### config.mk
export PLATFORM = sky130hd
export DESIGN_NAME = register_file
export DESIGN_NICKNAME = d
export VERILOG_FILES = /design/src/logic/ex_pkg.sv /design/src/logic/register_file.sv
export SDC_FILE = /design/constraint.sdc
export NUM_CORES = 2
export LEC_CHECK = 0
export BUFFER_PORTS_ARGS = -buffer_cell sky130_fd_sc_hd__buf_2
export CAP_MARGIN = 20
export CORE_ASPECT_RATIO = 0.8
export CORE_MARGIN = 4
export CORE_UTILIZATION = 55
export CTS_CLUSTER_SIZE = 24
export DETAILED_ROUTE_END_ITERATION = 8
export PLACE_DENSITY = 0.82
export SYNTH_ARGS = -nofsm -noshare
export SYNTH_HDL_FRONTEND = slang
export SYNTH_SLANG_ARGS = --single-unit
### constraint.sdc
create_clock -name clk -period 4.74 [get_ports clk]
set_input_delay 0.474 -clock clk [delete_from_list [all_inputs] [get_ports clk]]
set_output_delay 0.474 -clock clk [all_outputs]
set_load 0.02 [all_outputs]
### src/logic/ex_pkg.sv
// Shared typedefs, ALU codes, opcode and function constants, pipeline structs
`default_nettype none

package ex_pkg;

	// --------------------
	// Basic types
	typedef logic [31:0] word_t;     // Data word
	typedef logic [4:0]  reg_addr_t; // Register number
	typedef logic [3:0]  alu_ctrl_t; // Fine ALU operation
	typedef logic [1:0]  alu_op_t;   // Coarse class from decode
	typedef logic [5:0]  opcode_t;
	typedef logic [5:0]  fnc_t;

	// --------------------
	// ALU operation codes
	localparam alu_ctrl_t ALU_ADD = 4'd0;
	localparam alu_ctrl_t ALU_SUB = 4'd1;
	localparam alu_ctrl_t ALU_AND = 4'd2;
	localparam alu_ctrl_t ALU_OR  = 4'd3;
	localparam alu_ctrl_t ALU_XOR = 4'd4;
	localparam alu_ctrl_t ALU_NOR = 4'd5;
	localparam alu_ctrl_t ALU_SLT = 4'd6;
	localparam alu_ctrl_t ALU_MUL = 4'd7;
	localparam alu_ctrl_t ALU_DIV = 4'd8;
	localparam alu_ctrl_t ALU_SRA = 4'd9;
	localparam alu_ctrl_t ALU_BAD = 4'hf; // Unknown function code

	// Coarse classes, as produced by decode
	localparam alu_op_t AOP_ADD   = 2'd0;
	localparam alu_op_t AOP_SUB   = 2'd1;
	localparam alu_op_t AOP_RTYPE = 2'd2; // Function code decides
	localparam alu_op_t AOP_AND   = 2'd3;

	// --------------------
	// Opcodes and R-type function codes
	localparam opcode_t OP_RTYPE = 6'd0;
	localparam opcode_t OP_ADDI  = 6'd8;
	localparam opcode_t OP_ANDI  = 6'd12;

	localparam fnc_t FN_SRA  = 6'd3;
	localparam fnc_t FN_MUL  = 6'd24;
	localparam fnc_t FN_DIV  = 6'd26;
	localparam fnc_t FN_ADD  = 6'd32;
	localparam fnc_t FN_ADDU = 6'd33;
	localparam fnc_t FN_SUB  = 6'd34;
	localparam fnc_t FN_AND  = 6'd36;
	localparam fnc_t FN_OR   = 6'd37;
	localparam fnc_t FN_XOR  = 6'd38;
	localparam fnc_t FN_NOR  = 6'd39;
	localparam fnc_t FN_SLT  = 6'd42;

	// --------------------
	// Pipeline registers
	typedef struct packed {
		logic      valid;
		reg_addr_t rs;
		reg_addr_t rt;
		reg_addr_t rd;
		word_t     data_1;    // Register read of rs
		word_t     data_2;    // Register read of rt
		word_t     imm;       // Sign-extended, low 6 bits are the function code
		alu_op_t   alu_op;
		logic      alu_src;   // Immediate replaces operand B
		logic      reg_dst;   // Write rd instead of rt
		logic      reg_write;
	} id_ex_t;

	typedef struct packed {
		logic      valid;
		reg_addr_t dest;
		word_t     res;
		logic      reg_write;
		logic      zero;
		logic      over;      // Overflow, blocks the commit
	} ex_mem_t;

endpackage

`default_nettype wire

### src/logic/register_file.sv
// 32x32 register file with hardwired zero register and write-through reads
`timescale 1ns/1ns
`default_nettype none

module register_file import ex_pkg::*; (
	input  wire       clk,
	input  wire       rst_n,
	input  reg_addr_t rd_addr_1,
	input  reg_addr_t rd_addr_2,
	output word_t     rd_data_1,
	output word_t     rd_data_2,
	input  wire       wr_en,
	input  reg_addr_t wr_addr,
	input  word_t     wr_data
);

	word_t regs [1:31]; // No storage behind register 0

	// Write port, register 0 never stored
	always_ff @(posedge clk or negedge rst_n)
	begin
		if (!rst_n)
		begin
			for (int i = 1; i < 32; i++)
				regs[i] <= '0;
		end
		else if (wr_en && (wr_addr != '0))
			regs[wr_addr] <= wr_data;
	end

	// Reads see the word being written this cycle
	always_comb
	begin
		rd_data_1 = (rd_addr_1 == '0) ? '0 : regs[rd_addr_1];
		rd_data_2 = (rd_addr_2 == '0) ? '0 : regs[rd_addr_2];
		if (wr_en && (wr_addr != '0) && (wr_addr == rd_addr_1))
			rd_data_1 = wr_data; // Bypass port 1
		if (wr_en && (wr_addr != '0) && (wr_addr == rd_addr_2))
			rd_data_2 = wr_data; // Bypass port 2
	end

	// Writeback must already have filtered register 0
	a_no_r0_write: assert property (@(posedge clk) disable iff (!rst_n)
		wr_en |-> (wr_addr != '0));

endmodule

`default_nettype wire

==> results.json <==
{
  "vdd.ir_drop.worst_mv": 0.330,
  "worstSetupEndpointType": "primary output",
  "core_um2": 96600,
  "yosys_warnings": 0,
  "grt_max_degree": 116,
  "power_density_nw_per_um2": 423,
  "grtUsageMet3_pct": 12.6,
  "cp_top_family": "buffers and inverters",
  "synthArstFlopShare_pct": 100,
  "syn_nets": 3800,
  "worst_pin_slew_ns": 1.08,
  "grt_setup_unrepaired": "no",
  "reg_top3": "regs (992)",
  "grtUsageMet2_pct": 44.6,
  "synthTopCellsByArea": "dfrtp_1 (46%), mux4_2 (15%), mux2_2 (14%), mux2_1 (7.5%), mux2i_1 (4.1%)",
  "crit_type": "input port to primary output",
  "arrival_ns": 3.53,
  "synth_top_cell_by_area": "dfrtp_1",
  "synth_edf_count": 0,
  "crit_slowest_cell": "or2_2",
  "critPathMaxFanout": 21,
  "cts_tree": "done",
  "syn_inst": 3750,
  "nets": 3732,
  "die_w_um": 357,
  "grt_pass1_vias": 37400,
  "gr-max-usage-layer": "met1",
  "syn_area_um2": 53500,
  "first_pass_iters": 6,
  "synth_compound_area_share_pct": 6.21,
  "drtAntennaViolNets": 0,
  "ys_ff_latch": 992,
  "worstPathBufferInverterCount": 3,
  "synth-simple-area-share_pct": 2.27,
  "cts_max_level": 3,
  "ctsRootBufferMaster": "clkbuf_16",
  "final_cell_mix": "dfrtp_1 (992), mux2_2 (678), mux4_2 (362)",
  "routed_wl_mm": 166,
  "drt_iter0_drc": 5592,
  "hp-class": "input port to flop",
  "synth-xor-area-share_pct": 0.164,
  "max_cap_viol_count": 0,
  "final_cells": 5064,
  "ys.flop_type": "dfrtp_1",
  "final-hold-violation-count": 0,
  "skew_ns": 0,
  "muxShareOfSynthArea_pct": 41.2,
  "die_h_um": 287,
  "postCtsHoldBufs": 1,
  "antenna_found_initial": 13,
  "final_layout_size_suffix_gt1_share_pct": 39.7,
  "cp.required_ns": 4.27,
  "vias": 37400,
  "dp_hpwl_mm": 103,
  "die_area_um2": 102000,
  "area_growth_pct": 9.59,
  "status": "complete, no violations",
  "rows": 102,
  "finalSetupViolCount": 0,
  "synthAdderAreaFrac_pct": 0,
  "cts_sinks": 992,
  "period_share_pct": 84.6,
  "synth_top_family_by_area": "multiplexers",
  "clock_path_buffers": 3,
  "seq_area_frac_synth_pct": 46.4,
  "cts_buffers": 93,
  "max_slew_margin_pct": 28.2,
  "drv_slew": 0,
  "synth_area_per_cell_um2": 14.3,
  "largest_register_ff_count": 992,
  "drc": 0,
  "cp_cell_sequence": "buf_2 -> or2_2 -> buf_4 -> a221oi_1 -> nor4_1 -> a21oi_1 -> a21oi_1 -> buf_2",
  "cp-start-kind": "input port",
  "io_buffers": 113,
  "fmax_mhz": 249,
  "use_met1_pct": 45.6,
  "hold_slack_ns": 0.338,
  "grt_pass1_wl_mm": 246,
  "cts_setup_buffers": 0,
  "gp_congestion": 0.938,
  "max_flop_register": "regs",
  "ios": 114,
  "routedWlPerCell_um": 32.7,
  "layout_commonest_cell": "dfrtp_1",
  "cts.clk_slew.worst_paths_ns": 0.07,
  "dpl.cell_count": 4885,
  "period_needed_ns": 4.01,
  "ys_types": 54,
  "setup_tns_ns": 0,
  "track_usage_pct": 32.3,
  "yosysTopAreaCellShare_pct": 46.4,
  "post_cts_resized": 0,
  "slowest_delay_ns": 0.75,
  "start_util_pct": 55.4,
  "grt_overflow": 0,
  "fillCellCount": 7067,
  "p_leak_nw": 25.7,
  "insertion_delay_ns": 0.69,
  "vias_per_cell": 7.39
}
[layer usage]
layer  routed length (um)  up-vias
met4                 7890        2
met5                   13        -
li1                     -    14500
met1                63900    19500
met2                69700     2886
met3                24300      565
[through the flow]
step	total power [mW]	area (um2)	util, %	setup slack, ns
6_report	24.8	58600	60.7	0.732
5_1_grt	25.7	58600	60.7	0.766
3_3_place_gp	16.3	55300	57.2	1.02
4_1_cts	24.7	58600	60.6	0.933
3_5_place_dp	16.6	55300	57.2	1.02
2_1_floorplan	14.9	53500	-	2.13
[cell usage after synthesis (4+ instances only)]
cell type and n:
a2bb2oi_1 29, nand3_1 4, o211ai_1 6, nor2b_1 11, mux2_2 678, o221ai_1 65, xnor2_1 6, dfrtp_1 992
mux2i_1 219, a221oi_1 92, o21ai_0 33, nand2b_1 7, mux2_1 358, a21oi_1 79, a31oi_1 6, nand3b_1 4
mux4_2 362, or2_2 4, o21ai_1 5, nor3b_1 4, a32o_1 32, buf_4 44, nor2_1 109, nand2_1 80
nor4_1 23, nor3_1 10, xor2_1 4, buf_2 134, o22ai_1 94, buf_1 10, buf_6 17, clkbuf_1 200
[logic make-up (layout without fill, tap and decap cells)]
logic type,after synthesis,count (layout)
multiplexers,1619,1619
flip-flops,992,992
AO/OA/AOI/OAI,454,454
buffers and inverters,408,416
AND/OR/NAND/NOR,267,267
XOR/XNOR,10,10
other,0,6
[power by group]
part | internal, mW | switching [mW]
Sequential | 10.1 | 1.29
Combinational | 2.88 | 2.36
Clock | 4.72 | 3.42
Total | 17.7 | 7.07
[path summary, 6_finish.rpt]
path / slack, ns / startpoint / end / cells after the start
max in group asynchronous: 2.99 / rst_n / regs[298] / 4
min in group asynchronous: 0.46 / rst_n / regs[445] / 2
worst max-delay path: 0.73 / rd_addr_1[3] / rd_data_1[22] / 8
worst min register to register: 0.50 / regs[522] / regs[522] / 1
worst max register to register: 3.89 / regs[578] / regs[578] / 1
worst min-delay path: 0.34 / wr_data[30] / regs[638] / 2
[cell type report]
type | instances | area, um2 | area share [%]
timing repair buffer | 243 | 1960 | 3.35
tap | 1300 | 1630 | 2.77
multi-input combinational | 2350 | 26900 | 45.9
clock buffer | 125 | 2660 | 4.54
sequential | 992 | 24800 | 42.3
inverter | 2 | 7.51 | 0.0128
antenna | 6 | 15.0 | 0.0256
clock inverter | 46 | 627 | 1.07
(Power assumes the default switching activity.)
