$ cat config.mk
export PLATFORM = sky130hd
export DESIGN_NAME = writeback_stage
export DESIGN_NICKNAME = d
export VERILOG_FILES = /design/src/logic/ex_pkg.sv /design/src/logic/writeback_stage.sv
export SDC_FILE = /design/constraint.sdc
export NUM_CORES = 1
export LEC_CHECK = 0
export BUFFER_PORTS_ARGS = -buffer_cell sky130_fd_sc_hd__buf_2
export CELL_PAD_IN_SITES_DETAIL_PLACEMENT = 1
export CELL_PAD_IN_SITES_GLOBAL_PLACEMENT = 1
export CORE_UTILIZATION = 28
export CTS_CLUSTER_SIZE = 10
export DETAILED_ROUTE_END_ITERATION = 6
export GPL_ROUTABILITY_DRIVEN = 0
export GPL_TIMING_DRIVEN = 0
export PLACE_DENSITY_LB_ADDON = 0.1
export SETUP_SLACK_MARGIN = 0.1
export SYNTH_ARGS = -nofsm -noshare
export SYNTH_HDL_FRONTEND = slang
export SYNTH_SLANG_ARGS = --single-unit
$ cat constraint.sdc
create_clock -name clk -period 0.8 [get_ports clk]
set_clock_uncertainty 0.05 [all_clocks]
set_input_delay 0.16 -clock clk [delete_from_list [all_inputs] [get_ports clk]]
set_output_delay 0.16 -clock clk [all_outputs]
set_load 0.05 [all_outputs]
$ cat src/logic/ex_pkg.sv
// Shared typedefs, ALU codes, opcode and function constants, pipeline structs
`default_nettype none

package ex_pkg;

	// --------------------
	// Basic types
	typedef logic [31:0] word_t;     // Data word
	typedef logic [4:0]  reg_addr_t; // Register number
	typedef logic [3:0]  alu_ctrl_t; // Fine ALU operation
	typedef logic [1:0]  alu_op_t;   // Coarse class from decode
	typedef logic [5:0]  opcode_t;
	typedef logic [5:0]  fnc_t;

	// --------------------
	// ALU operation codes
	localparam alu_ctrl_t ALU_ADD = 4'd0;
	localparam alu_ctrl_t ALU_SUB = 4'd1;
	localparam alu_ctrl_t ALU_AND = 4'd2;
	localparam alu_ctrl_t ALU_OR  = 4'd3;
	localparam alu_ctrl_t ALU_XOR = 4'd4;
	localparam alu_ctrl_t ALU_NOR = 4'd5;
	localparam alu_ctrl_t ALU_SLT = 4'd6;
	localparam alu_ctrl_t ALU_MUL = 4'd7;
	localparam alu_ctrl_t ALU_DIV = 4'd8;
	localparam alu_ctrl_t ALU_SRA = 4'd9;
	localparam alu_ctrl_t ALU_BAD = 4'hf; // Unknown function code

	// Coarse classes, as produced by decode
	localparam alu_op_t AOP_ADD   = 2'd0;
	localparam alu_op_t AOP_SUB   = 2'd1;
	localparam alu_op_t AOP_RTYPE = 2'd2; // Function code decides
	localparam alu_op_t AOP_AND   = 2'd3;

	// --------------------
	// Opcodes and R-type function codes
	localparam opcode_t OP_RTYPE = 6'd0;
	localparam opcode_t OP_ADDI  = 6'd8;
	localparam opcode_t OP_ANDI  = 6'd12;

	localparam fnc_t FN_SRA  = 6'd3;
	localparam fnc_t FN_MUL  = 6'd24;
	localparam fnc_t FN_DIV  = 6'd26;
	localparam fnc_t FN_ADD  = 6'd32;
	localparam fnc_t FN_ADDU = 6'd33;
	localparam fnc_t FN_SUB  = 6'd34;
	localparam fnc_t FN_AND  = 6'd36;
	localparam fnc_t FN_OR   = 6'd37;
	localparam fnc_t FN_XOR  = 6'd38;
	localparam fnc_t FN_NOR  = 6'd39;
	localparam fnc_t FN_SLT  = 6'd42;

	// --------------------
	// Pipeline registers
	typedef struct packed {
		logic      valid;
		reg_addr_t rs;
		reg_addr_t rt;
		reg_addr_t rd;
		word_t     data_1;    // Register read of rs
		word_t     data_2;    // Register read of rt
		word_t     imm;       // Sign-extended, low 6 bits are the function code
		alu_op_t   alu_op;
		logic      alu_src;   // Immediate replaces operand B
		logic      reg_dst;   // Write rd instead of rt
		logic      reg_write;
	} id_ex_t;

	typedef struct packed {
		logic      valid;
		reg_addr_t dest;
		word_t     res;
		logic      reg_write;
		logic      zero;
		logic      over;      // Overflow, blocks the commit
	} ex_mem_t;

endpackage

`default_nettype wire

$ cat src/logic/writeback_stage.sv
// MEM/WB register, write-enable qualification and the result ports
`timescale 1ns/1ns
`default_nettype none

module writeback_stage import ex_pkg::*; (
	input  wire       clk,
	input  wire       rst_n,
	input  ex_mem_t   ex_mem,
	output logic      wb_valid,
	output reg_addr_t wb_dest,
	output word_t     wb_data,
	output logic      wb_write,
	output logic      wb_over
);

	ex_mem_t mem_wb; // MEM/WB register

	always_ff @(posedge clk or negedge rst_n)
	begin
		if (!rst_n)
			mem_wb <= '0;
		else
			mem_wb <= ex_mem;
	end

	assign wb_valid = mem_wb.valid;
	assign wb_dest  = mem_wb.dest;
	assign wb_data  = mem_wb.res;
	assign wb_over  = mem_wb.valid & mem_wb.over; // Reported, never committed

	// Commit only a clean write to a real register
	assign wb_write = mem_wb.valid & mem_wb.reg_write & ~mem_wb.over & (mem_wb.dest != '0);

	a_write_valid: assert property (@(posedge clk) disable iff (!rst_n)
		wb_write |-> wb_valid);

endmodule

`default_nettype wire

==> run_results.csv <==
group,metric,value,unit
sta,slew_violations,0,
die,rows,24,
detailed_routing,drt_wl_total,3530,um
worst_setup_path,max_stage_delay,0.41,ns
worst_setup_path,crit_path_cell_trace,"nor3_4, a21oi_4, buf_6",
run_status,violations,"negative hold slack, negative setup slack",
logic_synthesis,ys_types,7,
detailed_routing,vias,1028,
logic_synthesis,yosysWarnings,0,
sta,max-slew-margin-rel,0.665,
die,io_pins,83,
grt,grt_max_degree,41,
layout,design_area,2800,um2
place,dp_hpwl,1810,um
detailed_routing,met3WireLength,274,um
sta,hold_viol,40,
logic_synthesis,synth_edf_count,0,
detailed_routing,wl_met2,2200,um
worst_setup_path,crit_fanout,2,
clock_tree,cts_buffers,5,
sta,rsz0062_at_grt,"true",
worst_setup_path,cp-start-kind,"flop",
power,cellLeakagePower,1.38,nW
die,initial_core_util,0.296,
worst_setup_path,worstSetupPathType,"reg2out",
worst_setup_path,cp-end-kind,"output port",
sta,holdWs,-0.213,ns
logic_synthesis,synth.cell_area,1310,um2
die,core_area,4410,um2
logic_synthesis,yosysTopAreaCellShare,0.766,
logic_synthesis,syn-num-nets,125,
detailed_routing,routedLengthMet1,984,um
logic_synthesis,synthCells,82,
layout,antenna_cells,0,
logic_synthesis,avgSynthCellArea,15.9,um2
layout,layout.nets,255,
worst_setup_path,cp.required,0.59,ns
flow_run,maxCapViolCount,0,
detailed_routing,firstDrtPassIters,3,
clock_tree,clockRootBuffer,"clkbuf_8",
die,fp.dieW,70.3,um
clock_tree,h-tree-depth,2,
place,io_buffers,81,
sta,max_freq,730,MHz
detailed_routing,drc,0,
power,peakVddDrop,0.000944,V
worst_setup_path,cp.arrival,1.16,ns
grt,grt_pass1_wl,5640,um
logic_synthesis,ys_async_sr_fraction,1.00,
power,p_per_area,1690,nW/um2
layout,post-route-util,0.635,
detailed_routing,first_iter_violations,36,
sta,final.setup.tns,-13.93,ns
logic_synthesis,ys.flop_type,"dfrtp_1",
detailed_routing,antenna_left,0,
clock_tree,cts_hold_buf,40,
layout,area_growth,114,%
logic_synthesis,synth_top_area_cell,"dfrtp_1",
sta,finalSetupViolations,40,
grt,grt_usage,0.159,
grt,grt_overflow,0,
detailed_routing,highest_layer,"met4",
sta,final.min_clock_period,1.37,ns
detailed_routing,routed_via_density,3.88,
logic_synthesis,netlist_top_cells_count,"dfrtp_1, buf_4",
sta,tightestPinTransition,0.503,ns
logic_synthesis,synth_most_common_cell,"dfrtp_1",
die,die_y,70.3,um
logic_synthesis,ys_top_cells_by_area,"dfrtp_1, buf_4, and2_2, nand3b_1, a21oi_1",
clock_tree,cts_buffer_depth,2,
logic_synthesis,yosysSeqAreaShare,0.766,
logic_synthesis,ys_ff_latch,40,
worst_hold_path,hp-class,"in2async",
worst_setup_path,crit_slowest_cell,"dfrtp_1",
clock_tree,cts_tree,"built",
sta,fin_crit_sh,1.71,
place,detailed_place.area,1930,um2
layout,drive_gt1_frac,0.610,
run_status,status,"complete, but fails checks",
grt,first_global_vias,1196,
die,dieArea,4950,um2
detailed_routing,wire_per_inst,13.3,um
clock_tree,cts_sinks,40,
clock_tree,clk_pin_slew_worst_paths,0.07,ns
grt,antenna_found_initial,0,
sta,layout_setup_ws,-0.570,ns
-- cells by family (layout without fill, tap and decap cells) --
kind of cell           count (synthesis)  after routing  synth area share
AO/OA/AOI/OAI                          1              1           0.00382
flip-flops                            40             40             0.766
AND/OR/NAND/NOR                        4              4            0.0182
buffers and inverters                 37            168             0.212
-- how the worst max path moves through the flow --
stage	from	to	cells past startpoint
finish	wb_dest[3]	wb_write	3
floorplan	wb_valid	wb_write	2
global placement	wb_dest[1]	wb_write	3
CTS	wb_dest[3]	wb_write	3
detailed placement	wb_dest[1]	wb_write	3
global route	wb_dest[3]	wb_write	3
-- timing repair --
action	CTS	global route
endpoints found under the setup margin	41	41
pin swaps	2	1
buffers inserted	4	3
gates resized for setup	90	25
cloned	0	0
hold endpoints to repair	80	40
-- cell type report --
| type | count | area [um2] |
|---|---|---|
| buffer | 33 | 372 |
| clock buffer | 8 | 90.1 |
| tap | 52 | 65.1 |
| multi-input combinational | 5 | 51.3 |
| timing repair buffer | 127 | 1220 |
| sequential | 40 | 1000 |
| fill | 417 | 1610 |
-- power breakdown --
part	internal, W	leakage, nW	switching, W
combinational	0.000635	0.865	0.000579
sequential	0.00213	0.465	0.0000573
clock	0.000703	0.0455	0.000649
-- registers in the layout (all words and copies together), names as in the netlist --
register,count
wb_data,32
wb_dest,5
mem_wb,2
wb_valid,1
-- layout by cell type, fill, tap and decap left out --
| cell type | n |
|---|---|
| dfrtp_1 | 39 |
| buf_2 | 40 |
| clkbuf_1 | 2 |
| buf_6 | 55 |
| nor3_4 | 1 |
| buf_4 | 2 |
| buf_12 | 2 |
| and2_2 | 1 |
| nand3b_1 | 1 |
| dlygate4sd3_1 | 39 |
| nor2_1 | 1 |
| a21oi_4 | 1 |
| buf_8 | 21 |
| dfrtp_2 | 1 |
| clkbuf_8 | 6 |
| dlymetal6s4s_1 | 1 |
-- stage by stage --
| step | worst slack (ns) | instances | power (W) | hold WS (ns) |
|---|---|---|---|---|
| after global routing | -0.620 | 265 | 0.00496 | -0.187 |
| after CTS | -0.584 | 264 | 0.00473 | -0.202 |
| after floorplan | -0.402 | 82 | 0.00280 | -0.186 |
| after global placement | -0.431 | 215 | 0.00302 | 0.218 |
| final | -0.570 | 265 | 0.00475 | -0.213 |
| after detailed placement | -0.429 | 215 | 0.00304 | 0.219 |
-- critical path, delay by kind of cell, from the launching register on --
kind / cells / cell delay [ns]
DFF: 1 / 0.41
buffers and inverters: 1 / 0.15
and+or+nand+nor: 1 / 0.24
AOI/OAI and AO/OA: 1 / 0.07
-- layer usage --
metal | vias up | global-route usage
met1 | 496 | 0.130
met5 | - | 0
li1 | 471 | -
met2 | 52 | 0.322
met4 | 0 | 0.0867
met3 | 9 | 0.0519
(Power assumes the default switching activity.)
