`src/logic/ex_pkg.sv`:
```
// Shared typedefs, ALU codes, opcode and function constants, pipeline structs
`default_nettype none

package ex_pkg;

	// --------------------
	// Basic types
	typedef logic [31:0] word_t;     // Data word
	typedef logic [4:0]  reg_addr_t; // Register number
	typedef logic [3:0]  alu_ctrl_t; // Fine ALU operation
	typedef logic [1:0]  alu_op_t;   // Coarse class from decode
	typedef logic [5:0]  opcode_t;
	typedef logic [5:0]  fnc_t;

	// --------------------
	// ALU operation codes
	localparam alu_ctrl_t ALU_ADD = 4'd0;
	localparam alu_ctrl_t ALU_SUB = 4'd1;
	localparam alu_ctrl_t ALU_AND = 4'd2;
	localparam alu_ctrl_t ALU_OR  = 4'd3;
	localparam alu_ctrl_t ALU_XOR = 4'd4;
	localparam alu_ctrl_t ALU_NOR = 4'd5;
	localparam alu_ctrl_t ALU_SLT = 4'd6;
	localparam alu_ctrl_t ALU_MUL = 4'd7;
	localparam alu_ctrl_t ALU_DIV = 4'd8;
	localparam alu_ctrl_t ALU_SRA = 4'd9;
	localparam alu_ctrl_t ALU_BAD = 4'hf; // Unknown function code

	// Coarse classes, as produced by decode
	localparam alu_op_t AOP_ADD   = 2'd0;
	localparam alu_op_t AOP_SUB   = 2'd1;
	localparam alu_op_t AOP_RTYPE = 2'd2; // Function code decides
	localparam alu_op_t AOP_AND   = 2'd3;

	// --------------------
	// Opcodes and R-type function codes
	localparam opcode_t OP_RTYPE = 6'd0;
	localparam opcode_t OP_ADDI  = 6'd8;
	localparam opcode_t OP_ANDI  = 6'd12;

	localparam fnc_t FN_SRA  = 6'd3;
	localparam fnc_t FN_MUL  = 6'd24;
	localparam fnc_t FN_DIV  = 6'd26;
	localparam fnc_t FN_ADD  = 6'd32;
	localparam fnc_t FN_ADDU = 6'd33;
	localparam fnc_t FN_SUB  = 6'd34;
	localparam fnc_t FN_AND  = 6'd36;
	localparam fnc_t FN_OR   = 6'd37;
	localparam fnc_t FN_XOR  = 6'd38;
	localparam fnc_t FN_NOR  = 6'd39;
	localparam fnc_t FN_SLT  = 6'd42;

	// --------------------
	// Pipeline registers
	typedef struct packed {
		logic      valid;
		reg_addr_t rs;
		reg_addr_t rt;
		reg_addr_t rd;
		word_t     data_1;    // Register read of rs
		word_t     data_2;    // Register read of rt
		word_t     imm;       // Sign-extended, low 6 bits are the function code
		alu_op_t   alu_op;
		logic      alu_src;   // Immediate replaces operand B
		logic      reg_dst;   // Write rd instead of rt
		logic      reg_write;
	} id_ex_t;

	typedef struct packed {
		logic      valid;
		reg_addr_t dest;
		word_t     res;
		logic      reg_write;
		logic      zero;
		logic      over;      // Overflow, blocks the commit
	} ex_mem_t;

endpackage

`default_nettype wire

```
`src/logic/operand_fetch.sv`:
```
// Instruction decode, register read and the ID/EX register
`timescale 1ns/1ns
`default_nettype none

module operand_fetch import ex_pkg::*; (
	input  wire       clk,
	input  wire       rst_n,
	input  wire       instr_valid,
	input  word_t     instr,
	output reg_addr_t rd_addr_1,
	output reg_addr_t rd_addr_2,
	input  word_t     rd_data_1,
	input  word_t     rd_data_2,
	output id_ex_t    id_ex
);

	// --------------------
	// Field split
	opcode_t   opcode;
	reg_addr_t rs;
	reg_addr_t rt;
	reg_addr_t rd;
	word_t     imm;

	assign opcode = instr[31:26];
	assign rs     = instr[25:21];
	assign rt     = instr[20:16];
	assign rd     = instr[15:11];
	assign imm    = {{16{instr[15]}}, instr[15:0]}; // Sign-extended

	assign rd_addr_1 = rs; // Register file sees the raw fields
	assign rd_addr_2 = rt;

	// --------------------
	// Opcode decode
	logic    known;      // Opcode is one we execute
	alu_op_t alu_op;
	logic    alu_src;
	logic    reg_dst;
	logic    reg_write;

	always_comb
	begin
		known     = 1'b1;
		alu_op    = AOP_ADD;
		alu_src   = 1'b0;
		reg_dst   = 1'b0;
		reg_write = 1'b1;
		case (opcode)
			OP_RTYPE:
			begin
				alu_op  = AOP_RTYPE; // Function code picks the op
				reg_dst = 1'b1;      // Result into rd
			end
			OP_ADDI:
			begin
				alu_op  = AOP_ADD;
				alu_src = 1'b1;
			end
			OP_ANDI:
			begin
				alu_op  = AOP_AND;
				alu_src = 1'b1;
			end
			default:
			begin
				known     = 1'b0; // Travels as a bubble
				reg_write = 1'b0;
			end
		endcase
	end

	// --------------------
	// ID/EX register
	id_ex_t id_ex_d;

	always_comb
	begin
		id_ex_d.valid     = instr_valid & known;
		id_ex_d.rs        = rs;
		id_ex_d.rt        = rt;
		id_ex_d.rd        = rd;
		id_ex_d.data_1    = rd_data_1;
		id_ex_d.data_2    = rd_data_2;
		id_ex_d.imm       = imm;
		id_ex_d.alu_op    = alu_op;
		id_ex_d.alu_src   = alu_src;
		id_ex_d.reg_dst   = reg_dst;
		id_ex_d.reg_write = instr_valid & reg_write; // Idle cycles write nothing
	end

	always_ff @(posedge clk or negedge rst_n)
	begin
		if (!rst_n)
			id_ex <= '0;
		else
			id_ex <= id_ex_d;
	end

endmodule

`default_nettype wire

```
`config.mk`:
```
export PLATFORM = sky130hd
export DESIGN_NAME = operand_fetch
export DESIGN_NICKNAME = d
export VERILOG_FILES = /design/src/logic/ex_pkg.sv /design/src/logic/operand_fetch.sv
export SDC_FILE = /design/constraint.sdc
export NUM_CORES = 1
export LEC_CHECK = 0
export BUFFER_PORTS_ARGS = -buffer_cell sky130_fd_sc_hd__buf_2
export CAP_MARGIN = 30
export CORE_MARGIN = 5
export CORE_UTILIZATION = 39
export CTS_BUF_LIST = sky130_fd_sc_hd__clkbuf_2 sky130_fd_sc_hd__clkbuf_4 sky130_fd_sc_hd__clkbuf_8
export CTS_CLUSTER_SIZE = 24
export DETAILED_ROUTE_END_ITERATION = 10
export GPL_TIMING_DRIVEN = 0
export HOLD_SLACK_MARGIN = 0.02
export PLACE_DENSITY = 0.77
export RECOVER_POWER = 25
export SLEW_MARGIN = 10
export SYNTH_ARGS = -nofsm -noshare
export SYNTH_HDL_FRONTEND = slang
export SYNTH_SLANG_ARGS = --single-unit
```
`constraint.sdc`:
```
create_clock -name clk -period 1.2 [get_ports clk]
set_clock_uncertainty 0.05 [all_clocks]
set_input_delay 0.18 -clock clk [delete_from_list [all_inputs] [get_ports clk]]
set_output_delay 0.18 -clock clk [all_outputs]
set_load 0.02 [all_outputs]
```
==> metrics.md <==
| Metric | Value |
|---|---|
| Outcome | `complete, but fails checks` |
| Failing checks | `setup timing` |
| Area growth syn-to-layout | `96.9%` |
| Slew @ Worst Pin | `454 ps` |
| Die area | `roughly 0.0086 mm²` |
| Critical Path Start | `id_ex[20]` |
| Crit Path Category | `reg -> out` |
| Antenna viol nets, final | `0` |
| Final hold viol count | `0` |
| Comb pwr share | `0.170` |
| Maxcap violations | `0` |
| Largest registers | `id_ex (95)` |
| Crit path time final | `about 1400 ps` |
| Switching pwr | `1.74 mW` |
| HP Class | `in -> reg` |
| Startpoint Class | `flip-flop` |
| Initial antenna violation count | `0` |
| Crit path arrival time | `about 1200 ps` |
| Chip Width | `approximately 93 µm` |
| CTS sink count | `between 90 and 100` |
| I/O pin count | `226` |
| Post-Layout Cell Count | `approximately 550` |
| Row count | `30` |
| RSZ-0062 raised after global routing | `true` |
| Final setup viols | `19` |
| Clock-pin slew on the worst setup and hold paths | `90 ps` |
| H-tree Lvls | `3` |
| Cell count after synthesis | `approximately 140` |
| Most common cell in the synthesized netlist | `dfrtp_1` |
| Gpl congestion | `about 0.74` |
| Starting Density | `0.397` |
| Achievable Freq | `around 0.7 GHz` |
| Clk pwr share | `0.336` |
| Post-synth top area share | `0.886` |
| Wire per inst | `17.9 µm` |
| Cell Area, Placed | `roughly 0.0039 mm²` |
| GRT Overall Usage | `0.230` |
| Final hold slack | `about 56 ps` |
| Switching Fraction | `0.252` |
| Die height | `approximately 93 µm` |
| Final TNS setup | `-3540 ps` |
| Drt drc | `0` |
| Ranking of synthesized cells by area | `dfrtp_1 (89%), buf_4 (9.0%), and3_1 (0.47%), or4_4 (0.42%), nor3_2 (0.37%)` |
| Total Wirelength | `a little under 10 mm` |
| Max reg flops | `95` |
| CTS tree | `built` |
| Core ar. | `around 0.0068 mm²` |
| Register area share after synthesis | `0.886` |
| Mapped Area | `0.00268 mm²` |
| Final Max Slew Viols | `0` |
| CP Max Fanout | `9` |
| CTS Root Cell | `clkbuf_8` |
| CP required | `roughly 970 ps` |
| Busiest grt layer | `met2` |
| Ys Warns | `0` |
| Synthesis-stage register bit count | `95` |
| Fillers | `399` |
| Layout cells sized above 1 | `0.572` |
| Tcrit/Tclk final | `1.19` |
| Post-synth EDFFs | `0` |
| Largest net degree at the start of global routing | `62` |
| Via density | `roughly 4.3` |
| Cell variety after synth | `10` |
| Sequential Power Share | `0.494` |
| CTS buffer count | `9` |
| Leakage Power | `about 2.8 nW` |
| Fin nets | `564` |
| Syn Nets | `around 240` |
| GRT met1 Usage | `0.206` |
| Worst Setup EP | `id_ex[25]` |
| Final core utilization | `0.782` |
| Top reg by flops | `id_ex` |
| Grt ovf | `0` |
| Drt first pass iters | `4` |
| CTS Buffer Depth | `2` |
| DP Cell Count | `~440` |
| Top cells by count, synth | `dfrtp_1 (95), buf_4 (32), and3_1 (2)` |
| Met2 Track Usage GR | `0.431` |
| DRT iter0 DRCs | `32` |
| Internal power | `approximately 5.2 mW` |
| Post-Layout Inst Area | `roughly 0.0053 mm²` |
| Vias in the first global route | `between 2k and 3k` |
| Fin worst setup slack | `-226 ps` |
| Endpoint class of the critical path | `output port` |
| Pwr Density | `about 1300 mW/mm²` |
| Most used DFF post-synth | `dfrtp_1` |
| HPWL Detailed | `approximately 5.7 mm` |
| Syn_area_per_cell | `roughly 20 µm²` |
| Rel. slew slack | `0.698` |
| Synth async-reset ratio | `1.00` |
| Peak VDD IR | `0.000882 V` |
| IO Port Bufs | `approximately 230` |
| Met3 usage | `0.0950` |
| First-pass GRT wire length | `between 10 and 15 mm` |
| Via Count | `about 2.4k` |
| Yosys top cell by area | `dfrtp_1` |
-- area by class of cell --
class / instances / area [µm²] / share of cell area
Buffer: 28 / 259 / 0.0490
Antenna cell: 1 / 2.50 / 0.000474
Timing Repair Buffer: 322 / 2250 / 0.427
Clock inverter: 6 / 91.3 / 0.0173
Tap cell: 80 / 100 / 0.0189
Sequential cell: 95 / 2380 / 0.450
Multi-Input combinational cell: 9 / 65.1 / 0.0123
Clock buffer: 10 / 131 / 0.0249
-- metal layers --
metal,vias to the layer above,wire (µm)
li1,1047,-
met1,1142,2860
met2,157,5650
met3,28,1060
met4,0,314
met5,-,0
-- cell usage in the layout (no fill, tap or decap), types with 2 or more instances in the layout --
cell type,count
inv_6,2
dfrtp_1,94
buf_6,37
and3_1,2
dlygate4sd3_1,94
bufinv_16,2
clkbuf_8,9
buf_4,18
clkbuf_1,6
buf_2,194
-- power by group through the flow --
stage                     sequential (mW)  clock (mW)  combinational (mW)
after floorplan                      3.68           0               0.157
after CTS                            3.40        2.36                1.15
after global placement               3.46           0               0.806
final                                3.41        2.31                1.17
after global routing                 3.42        2.52                1.25
after detailed placement             3.47           0               0.835
-- how the worst min path moves through the flow --
stage / start / to / slack (ps) / cells after the start
after floorplan: rst_n / id_ex[0] / -170 / 0
after global placement: rd_data_2[0] / id_ex[37] / 240 / 1
after detailed placement: rst_n / id_ex[108] / 110 / 1
after CTS: instr[27] / id_ex[1] / 30 / 3
after global routing: instr[30] / id_ex[1] / 40 / 3
final: instr[26] / id_ex[1] / 60 / 3
-- logic make-up (layout without fill, tap and decap cells) --
group | count (synthesis) | after routing | synth area share
XOR/XNOR | 1 | 1 | 0.00327
flip-flops | 95 | 95 | 0.886
AND/OR/NAND/NOR | 8 | 8 | 0.0210
other | 0 | 1 | 0
buffers and inverters | 32 | 366 | 0.0896
-- critical path: stages (launching register included) --
cell and delay [ps]:
dfrtp_2 440, buf_6 160, buf_4 140, buf_6 120
-- through the flow --
| stage | setup WS [ps] | total power, mW |
|---|---|---|
| 6_report | -226 | 6.89 |
| 2_1_floorplan | 66.8 | 3.83 |
| 3_5_place_dp | -9.75 | 4.30 |
| 3_3_place_gp | -878 | 4.27 |
| 5_1_grt | -269 | 7.19 |
| 4_1_cts | -213 | 6.91 |
-- timing repair --
item,CTS,global route
resized for setup,57,6
endpoints found under the hold margin,126,0
setup buffers,3,0
endpoints found under the setup margin,23,20
gates cloned,0,0
hold buffers,94,0
No activity file was read; power rests on OpenSTA's default activity.
