**src/logic/ex_pkg.sv**
```systemverilog
// Shared typedefs, ALU codes, opcode and function constants, pipeline structs
`default_nettype none

package ex_pkg;

	// --------------------
	// Basic types
	typedef logic [31:0] word_t;     // Data word
	typedef logic [4:0]  reg_addr_t; // Register number
	typedef logic [3:0]  alu_ctrl_t; // Fine ALU operation
	typedef logic [1:0]  alu_op_t;   // Coarse class from decode
	typedef logic [5:0]  opcode_t;
	typedef logic [5:0]  fnc_t;

	// --------------------
	// ALU operation codes
	localparam alu_ctrl_t ALU_ADD = 4'd0;
	localparam alu_ctrl_t ALU_SUB = 4'd1;
	localparam alu_ctrl_t ALU_AND = 4'd2;
	localparam alu_ctrl_t ALU_OR  = 4'd3;
	localparam alu_ctrl_t ALU_XOR = 4'd4;
	localparam alu_ctrl_t ALU_NOR = 4'd5;
	localparam alu_ctrl_t ALU_SLT = 4'd6;
	localparam alu_ctrl_t ALU_MUL = 4'd7;
	localparam alu_ctrl_t ALU_DIV = 4'd8;
	localparam alu_ctrl_t ALU_SRA = 4'd9;
	localparam alu_ctrl_t ALU_BAD = 4'hf; // Unknown function code

	// Coarse classes, as produced by decode
	localparam alu_op_t AOP_ADD   = 2'd0;
	localparam alu_op_t AOP_SUB   = 2'd1;
	localparam alu_op_t AOP_RTYPE = 2'd2; // Function code decides
	localparam alu_op_t AOP_AND   = 2'd3;

	// --------------------
	// Opcodes and R-type function codes
	localparam opcode_t OP_RTYPE = 6'd0;
	localparam opcode_t OP_ADDI  = 6'd8;
	localparam opcode_t OP_ANDI  = 6'd12;

	localparam fnc_t FN_SRA  = 6'd3;
	localparam fnc_t FN_MUL  = 6'd24;
	localparam fnc_t FN_DIV  = 6'd26;
	localparam fnc_t FN_ADD  = 6'd32;
	localparam fnc_t FN_ADDU = 6'd33;
	localparam fnc_t FN_SUB  = 6'd34;
	localparam fnc_t FN_AND  = 6'd36;
	localparam fnc_t FN_OR   = 6'd37;
	localparam fnc_t FN_XOR  = 6'd38;
	localparam fnc_t FN_NOR  = 6'd39;
	localparam fnc_t FN_SLT  = 6'd42;

	// --------------------
	// Pipeline registers
	typedef struct packed {
		logic      valid;
		reg_addr_t rs;
		reg_addr_t rt;
		reg_addr_t rd;
		word_t     data_1;    // Register read of rs
		word_t     data_2;    // Register read of rt
		word_t     imm;       // Sign-extended, low 6 bits are the function code
		alu_op_t   alu_op;
		logic      alu_src;   // Immediate replaces operand B
		logic      reg_dst;   // Write rd instead of rt
		logic      reg_write;
	} id_ex_t;

	typedef struct packed {
		logic      valid;
		reg_addr_t dest;
		word_t     res;
		logic      reg_write;
		logic      zero;
		logic      over;      // Overflow, blocks the commit
	} ex_mem_t;

endpackage

`default_nettype wire

```
**src/logic/alu.sv**
```systemverilog
// ALU control decode and the ALU datapath with zero and overflow flags
`timescale 1ns/1ns
`default_nettype none

module alu import ex_pkg::*; (
	input  alu_op_t   alu_op,
	input  wire [5:0] fnc_code,
	input  word_t     op_1,
	input  word_t     op_2,
	output word_t     res,
	output logic      zero,
	output logic      over,
	output logic      bad
);

	// --------------------
	// Control decode
	alu_ctrl_t alu_ctrl;

	always_comb
	begin
		case (alu_op)
			AOP_ADD: alu_ctrl = ALU_ADD;
			AOP_SUB: alu_ctrl = ALU_SUB;
			AOP_AND: alu_ctrl = ALU_AND;
			default:
			begin
				case (fnc_code) // R-type
					FN_SRA:  alu_ctrl = ALU_SRA;
					FN_MUL:  alu_ctrl = ALU_MUL;
					FN_DIV:  alu_ctrl = ALU_DIV;
					FN_ADD:  alu_ctrl = ALU_ADD;
					FN_ADDU: alu_ctrl = ALU_ADD; // Same datapath, no flag
					FN_SUB:  alu_ctrl = ALU_SUB;
					FN_AND:  alu_ctrl = ALU_AND;
					FN_OR:   alu_ctrl = ALU_OR;
					FN_XOR:  alu_ctrl = ALU_XOR;
					FN_NOR:  alu_ctrl = ALU_NOR;
					FN_SLT:  alu_ctrl = ALU_SLT;
					default: alu_ctrl = ALU_BAD;
				endcase
			end
		endcase
	end

	assign bad = (alu_ctrl == ALU_BAD);

	// --------------------
	// Datapath
	logic [32:0] sum_ext; // Carry out in bit 32

	assign sum_ext = {1'b0, op_1} + {1'b0, op_2};

	always_comb
	begin
		case (alu_ctrl)
			ALU_ADD: res = sum_ext[31:0];
			ALU_SUB: res = op_1 - op_2;
			ALU_AND: res = op_1 & op_2;
			ALU_OR:  res = op_1 | op_2;
			ALU_XOR: res = op_1 ^ op_2;
			ALU_NOR: res = ~(op_1 | op_2);
			ALU_SLT: res = (op_1 < op_2) ? 32'd1 : 32'd0; // Unsigned compare
			ALU_MUL: res = op_1 * op_2;                   // Low half only
			ALU_DIV: res = (op_2 == '0) ? '1 : op_1 / op_2;
			ALU_SRA: res = $signed(op_2) >>> op_1[4:0];
			default: res = '0;
		endcase
	end

	// --------------------
	// Flags
	logic is_rtype;

	assign is_rtype = (alu_op == AOP_RTYPE); // ADDI low bits must not alias FN_ADD

	// Unsigned carry for ADD, borrow for SUB
	assign over = is_rtype &
		(((fnc_code == FN_ADD) & sum_ext[32]) | ((fnc_code == FN_SUB) & (op_1 < op_2)));

	assign zero = (res == '0);

endmodule

`default_nettype wire

```
**src/logic/execute_stage.sv**
```systemverilog
// Forwarding unit, operand muxes, flush and the EX/MEM register
`timescale 1ns/1ns
`default_nettype none

module execute_stage import ex_pkg::*; (
	input  wire       clk,
	input  wire       rst_n,
	input  id_ex_t    id_ex,
	input  wire       flush,
	input  wire       wb_write,
	input  reg_addr_t wb_dest,
	input  word_t     wb_data,
	output ex_mem_t   ex_mem
);

	// --------------------
	// Forwarding
	logic mem_hit_a; // EX/MEM holds newer rs
	logic mem_hit_b; // EX/MEM holds newer rt
	logic wb_hit_a;
	logic wb_hit_b;
	logic mem_fwd_ok;

	// An overflowing entry never commits, so it is no source either
	assign mem_fwd_ok = ex_mem.valid & ex_mem.reg_write & ~ex_mem.over & (ex_mem.dest != '0);

	assign mem_hit_a = mem_fwd_ok & (ex_mem.dest == id_ex.rs);
	assign mem_hit_b = mem_fwd_ok & (ex_mem.dest == id_ex.rt);
	assign wb_hit_a  = wb_write & (wb_dest == id_ex.rs); // wb_write excludes r0
	assign wb_hit_b  = wb_write & (wb_dest == id_ex.rt);

	word_t op_1;
	word_t fwd_b; // Register operand B after forwarding
	word_t op_2;

	always_comb
	begin
		if (mem_hit_a)
			op_1 = ex_mem.res;   // Distance 1
		else if (wb_hit_a)
			op_1 = wb_data;      // Distance 2
		else
			op_1 = id_ex.data_1;

		if (mem_hit_b)
			fwd_b = ex_mem.res;
		else if (wb_hit_b)
			fwd_b = wb_data;
		else
			fwd_b = id_ex.data_2;
	end

	assign op_2 = id_ex.alu_src ? id_ex.imm : fwd_b; // Immediate for ADDI and ANDI

	// --------------------
	// ALU
	word_t alu_res;
	logic  alu_zero;
	logic  alu_over;
	logic  alu_bad;

	alu u_alu (
		.alu_op   (id_ex.alu_op),
		.fnc_code (id_ex.imm[5:0]), // Function field of R-type
		.op_1     (op_1),
		.op_2     (op_2),
		.res      (alu_res),
		.zero     (alu_zero),
		.over     (alu_over),
		.bad      (alu_bad)
	);

	// --------------------
	// EX/MEM register
	ex_mem_t ex_mem_d;
	logic    kill; // Cancelled or undecodable

	assign kill = flush | alu_bad;

	always_comb
	begin
		ex_mem_d.valid     = id_ex.valid & ~kill;
		ex_mem_d.dest      = id_ex.reg_dst ? id_ex.rd : id_ex.rt;
		ex_mem_d.res       = alu_res;
		ex_mem_d.reg_write = id_ex.reg_write & ~kill;
		ex_mem_d.zero      = alu_zero;
		ex_mem_d.over      = alu_over;
	end

	always_ff @(posedge clk or negedge rst_n)
	begin
		if (!rst_n)
			ex_mem <= '0;
		else
			ex_mem <= ex_mem_d;
	end

	// Flushed instruction leaves as a bubble
	a_flush_bubble: assert property (@(posedge clk) disable iff (!rst_n)
		flush |=> !ex_mem.valid);

endmodule

`default_nettype wire

```
**config.mk**
```make
export PLATFORM = sky130hd
export DESIGN_NAME = execute_stage
export DESIGN_NICKNAME = d
export VERILOG_FILES = /design/src/logic/ex_pkg.sv /design/src/logic/alu.sv /design/src/logic/execute_stage.sv
export SDC_FILE = /design/constraint.sdc
export NUM_CORES = 2
export LEC_CHECK = 0
export CAP_MARGIN = 20
export CORE_AREA = 3 3 425 427
export CTS_CLUSTER_DIAMETER = 60
export DETAILED_ROUTE_END_ITERATION = 7
export DIE_AREA = 0 0 428 430
export DONT_BUFFER_PORTS = 1
export GPL_TIMING_DRIVEN = 0
export PLACE_DENSITY_LB_ADDON = 0.08
export SKIP_CTS_REPAIR_TIMING = 1
export SYNTH_ARGS = -nofsm -noshare
export SYNTH_HDL_FRONTEND = slang
export SYNTH_SLANG_ARGS = --single-unit
export TNS_END_PERCENT = 5
```
**constraint.sdc**
```tcl
create_clock -name clk -period 110.6 [get_ports clk]
set_input_delay 11.06 -clock clk [delete_from_list [all_inputs] [get_ports clk]]
set_output_delay 11.06 -clock clk [all_outputs]
set_load 0.03 [all_outputs]
```
==> results.toml <==
[run_status]
status = "finished clean"

[power_and_ir_drop]
power_leakage_nw = 26.64
power.switching_mw = 1.379
p_clk_share_pct = 1.0
powerDensity_mw_per_mm2 = 36.90
swShare_pct = 63.75
p_seq_share_pct = 1.7
combinationalPowerShare_pct = 97.3
ir_drop_mv = 0.1355
intPower_mw = 0.7844

[placed_design]
dp_hpwl_um = 259000
placed_area_mm2 = 0.05696
gp_congestion = 1.056
place_inst = 9824
port_buffers = 0

[floorplan]
dieArea_mm2 = 0.1840
rows = 154
die_w_um = 428
start_util_pct = 29.99
die_h_um = 430
core_area_mm2 = 0.1765
ios = 199

[grt]
use_met1_pct = 40.25
gr-usage-met2_pct = 51.70
grt_overflow_total = 0
grt_pass1_vias = 56216
met3_usage_pct = 5.288
grt_first_pass_wirelength_um = 426400
grt.busiest_layer = "met2"
grt_antenna_before_repair = 73
grt_max_degree = 44
grt_use_total_pct = 32.12

[drt]
wl_per_cell_um = 31.01
drt_iter0_drc = 5639
drc = 0
via_count = 58096
dr.pass1.iters = 5
totalWireLength_um = 308500
antenna_violating_nets_post_route = 0
via_per_inst = 5.841

[logic_synthesis]
ys_warn_count = 0
synth_nets = 8730
yosysUniqueCellTypes = 106
synth.cell_area_mm2 = 0.05293
synth-async-reset-ratio_pct = 100.0
ys_ff_latch = 41
ys.flop_type = "dfrtp_1"
ys_seq_area_share_pct = 1.938
avgSynthCellArea_um2 = 7.141
synthCells = 7412
synth_edf_count = 0

[layout]
max_flop_register = "ex_mem"
area_growth_pct = 10.79
nets = 8850
fin_util_pct = 33.23
instances_no_fill = 9947
drive_gt1_share_pct = 8.032
multi_input_area_mm2 = 0.04885
final_area_mm2 = 0.05864
seqCellArea_mm2 = 0.001026
largest_reg_flops = 41
reg_top3 = "ex_mem x41"
num-fill-cells = 19622

[clock_tree]
path_clk_slew_ns = 0.09
clock_latency_ns = 0.37
clock_sinks = 41
cts.htree.levels = 2
cts.path.max_buffers = 2
cts_root_buf = "clkbuf_16"
numCtsBuffers = 5
tritoncts = "built"

[setup_path]
crit_fanout = 11
cp-end-kind = "register"
path_delay_family = "compound AO/OA/AOI/OAI gates"
cpMaxStageDelayCell = "a211oi_2"
path_depth = 387
timing.rr.end = "ex_mem[1]$_DFF_PN0_"
critPathLaunchType = "input port"
critical_path.max_stage_delay_ns = 0.70
critPathMostFrequentCell = "ha_1"
rr_worst_depth = 387
worst-endpoint-required_ns = 110.86
cp.buffers_inverters = 60
r2r-start = "ex_mem[37]$_DFF_PN0_"
rrSetupSlack_ns = 13.80
critical_path_arrival_ns = 106.55
crit_type = "input port to register"

[timing]
finalClockSkew_ns = 0.04441
period_share_pct = 96.11
setup_viol = 0
slew_viol_final = 0
max_freq_mhz = 9.408
hold_violations = 0
fin_crit_ns = 106.30
tightestPinTransition_ns = 1.325
maxSlewHeadroom_pct = 11.36

[min_path]
holdCritStartpoint = "ex_mem[7]$_DFF_PN0_"
hold_path.class = "register to register"
hold_depth = 5
worst_hold_path.endpoint = "ex_mem[15]$_DFF_PN0_"

[flow_run]
drv_cap = 0
layout by cell type, fill, tap and decap left out, types with 72 or more instances in the layout:
cell / count
buf_4: 72
nand2_1: 887
nand3_1: 148
nor3_1: 237
mux2_2: 77
inv_1: 692
xnor2_1: 298
a21oi_1: 468
nand4_1: 76
xor2_1: 154
o21ai_0: 440
a31oi_1: 78
nor2_1: 702
ha_1: 750
fa_1: 410
diode_2: 75
nor2b_1: 73
o21a_1: 159
clkbuf_1: 145
a21o_1: 201
worst min-delay path, cell delays in order, from the launching register on:
cell and delay [ns]:
dfrtp_1 0.65, nand2_1 0.15, o21a_1 0.33, or2_2 0.18, o311ai_1 0.18, nand3_1 0.12
layout make-up:
type,count,share of cell area [%]
Timing Repair Buffer,122,2.208
Tap cell,2340,4.993
Inverter,717,4.611
Sequential cell,41,1.750
Multi-Input combinational cell,6335,83.29
Clock buffer,5,0.2134
Clock inverter,2,0.05974
Antenna cell,75,0.3200
Buffer,310,2.552
kinds of logic (layout without fill, tap and decap cells):
family          count (synthesis)  after routing  synth area share, %
fa+ha+maj                    1160           1160                33.23
other cells                     0             75                    0
mux                           135            135                2.742
simple gates                 2567           2567                22.08
buf+inv                      1037           1156                7.588
xor+xnor                      455            455                7.529
flops                          41             41                1.938
compound gates               2017           2018                24.89
worst max-delay path by stage:
stage | slack (ns) | end | from
2_1_floorplan | 17.53 | ex_mem[1]$_DFF_PN0_ | id_ex[2]
3_3_place_gp | -29.79 | ex_mem[1]$_DFF_PN0_ | id_ex[110]
3_5_place_dp | -19.95 | ex_mem[1]$_DFF_PN0_ | id_ex[110]
4_1_cts | -19.98 | ex_mem[1]$_DFF_PN0_ | id_ex[110]
5_1_grt | -0.17 | ex_mem[1]$_DFF_PN0_ | id_ex[110]
6_report | 4.30 | ex_mem[1]$_DFF_PN0_ | id_ex[109]
metal layers:
layer / part of all wire, % / wire [µm]
met1: 41 / 127500
met2: 45 / 137400
met3: 7.0 / 21570
met4: 7.1 / 21920
met5: 0.039 / 120
metrics by stage:
stage          TNS (ns)  total power [mW]  setup slack, ns  hold slack [ns]
2_1_floorplan         0             1.352            17.53            1.064
3_3_place_gp    -124.24             2.084           -29.79            1.629
3_5_place_dp     -64.25             2.092           -19.95            1.605
4_1_cts          -63.97             2.132           -19.98            1.640
5_1_grt         -0.1731             2.359          -0.1731            1.672
6_report              0             2.164            4.303            1.643
synthesized netlist by cell type, types with 47 or more instances:
cell type,instances,share of area [%]
o21bai_1,52,0.74
and2_1,66,0.78
clkbuf_1,233,1.7
a21oi_1,489,4.6
buf_1,47,0.33
or3_1,58,0.69
fa_1,410,16
xnor2_1,301,5.0
a31oi_1,85,1.0
inv_1,693,4.9
a21o_1,202,2.9
o21a_1,160,2.3
ha_1,750,18
and3_1,53,0.63
nor2_1,728,5.2
nand3_1,150,1.4
mux2i_1,57,1.1
nand2_1,892,6.3
a211oi_1,65,0.92
o21ai_0,459,4.3
o211ai_1,67,0.95
xor2_1,154,2.5
mux2_2,77,1.6
nor2b_1,74,0.87
nand2b_1,56,0.66
nand4_1,76,0.90
nor3_1,245,2.3
power groups by stage:
| stage | Sequential, mW | Combinational [mW] | Clock [mW] |
|---|---|---|---|
| 2_1_floorplan | 0.0287 | 1.32 | 0 |
| 3_3_place_gp | 0.0369 | 2.05 | 0 |
| 3_5_place_dp | 0.0366 | 2.06 | 0 |
| 4_1_cts | 0.0366 | 2.07 | 0.0217 |
| 5_1_grt | 0.0367 | 2.30 | 0.0215 |
| 6_report | 0.0373 | 2.11 | 0.0212 |
Note: power is estimated with default switching activity, not from simulation.
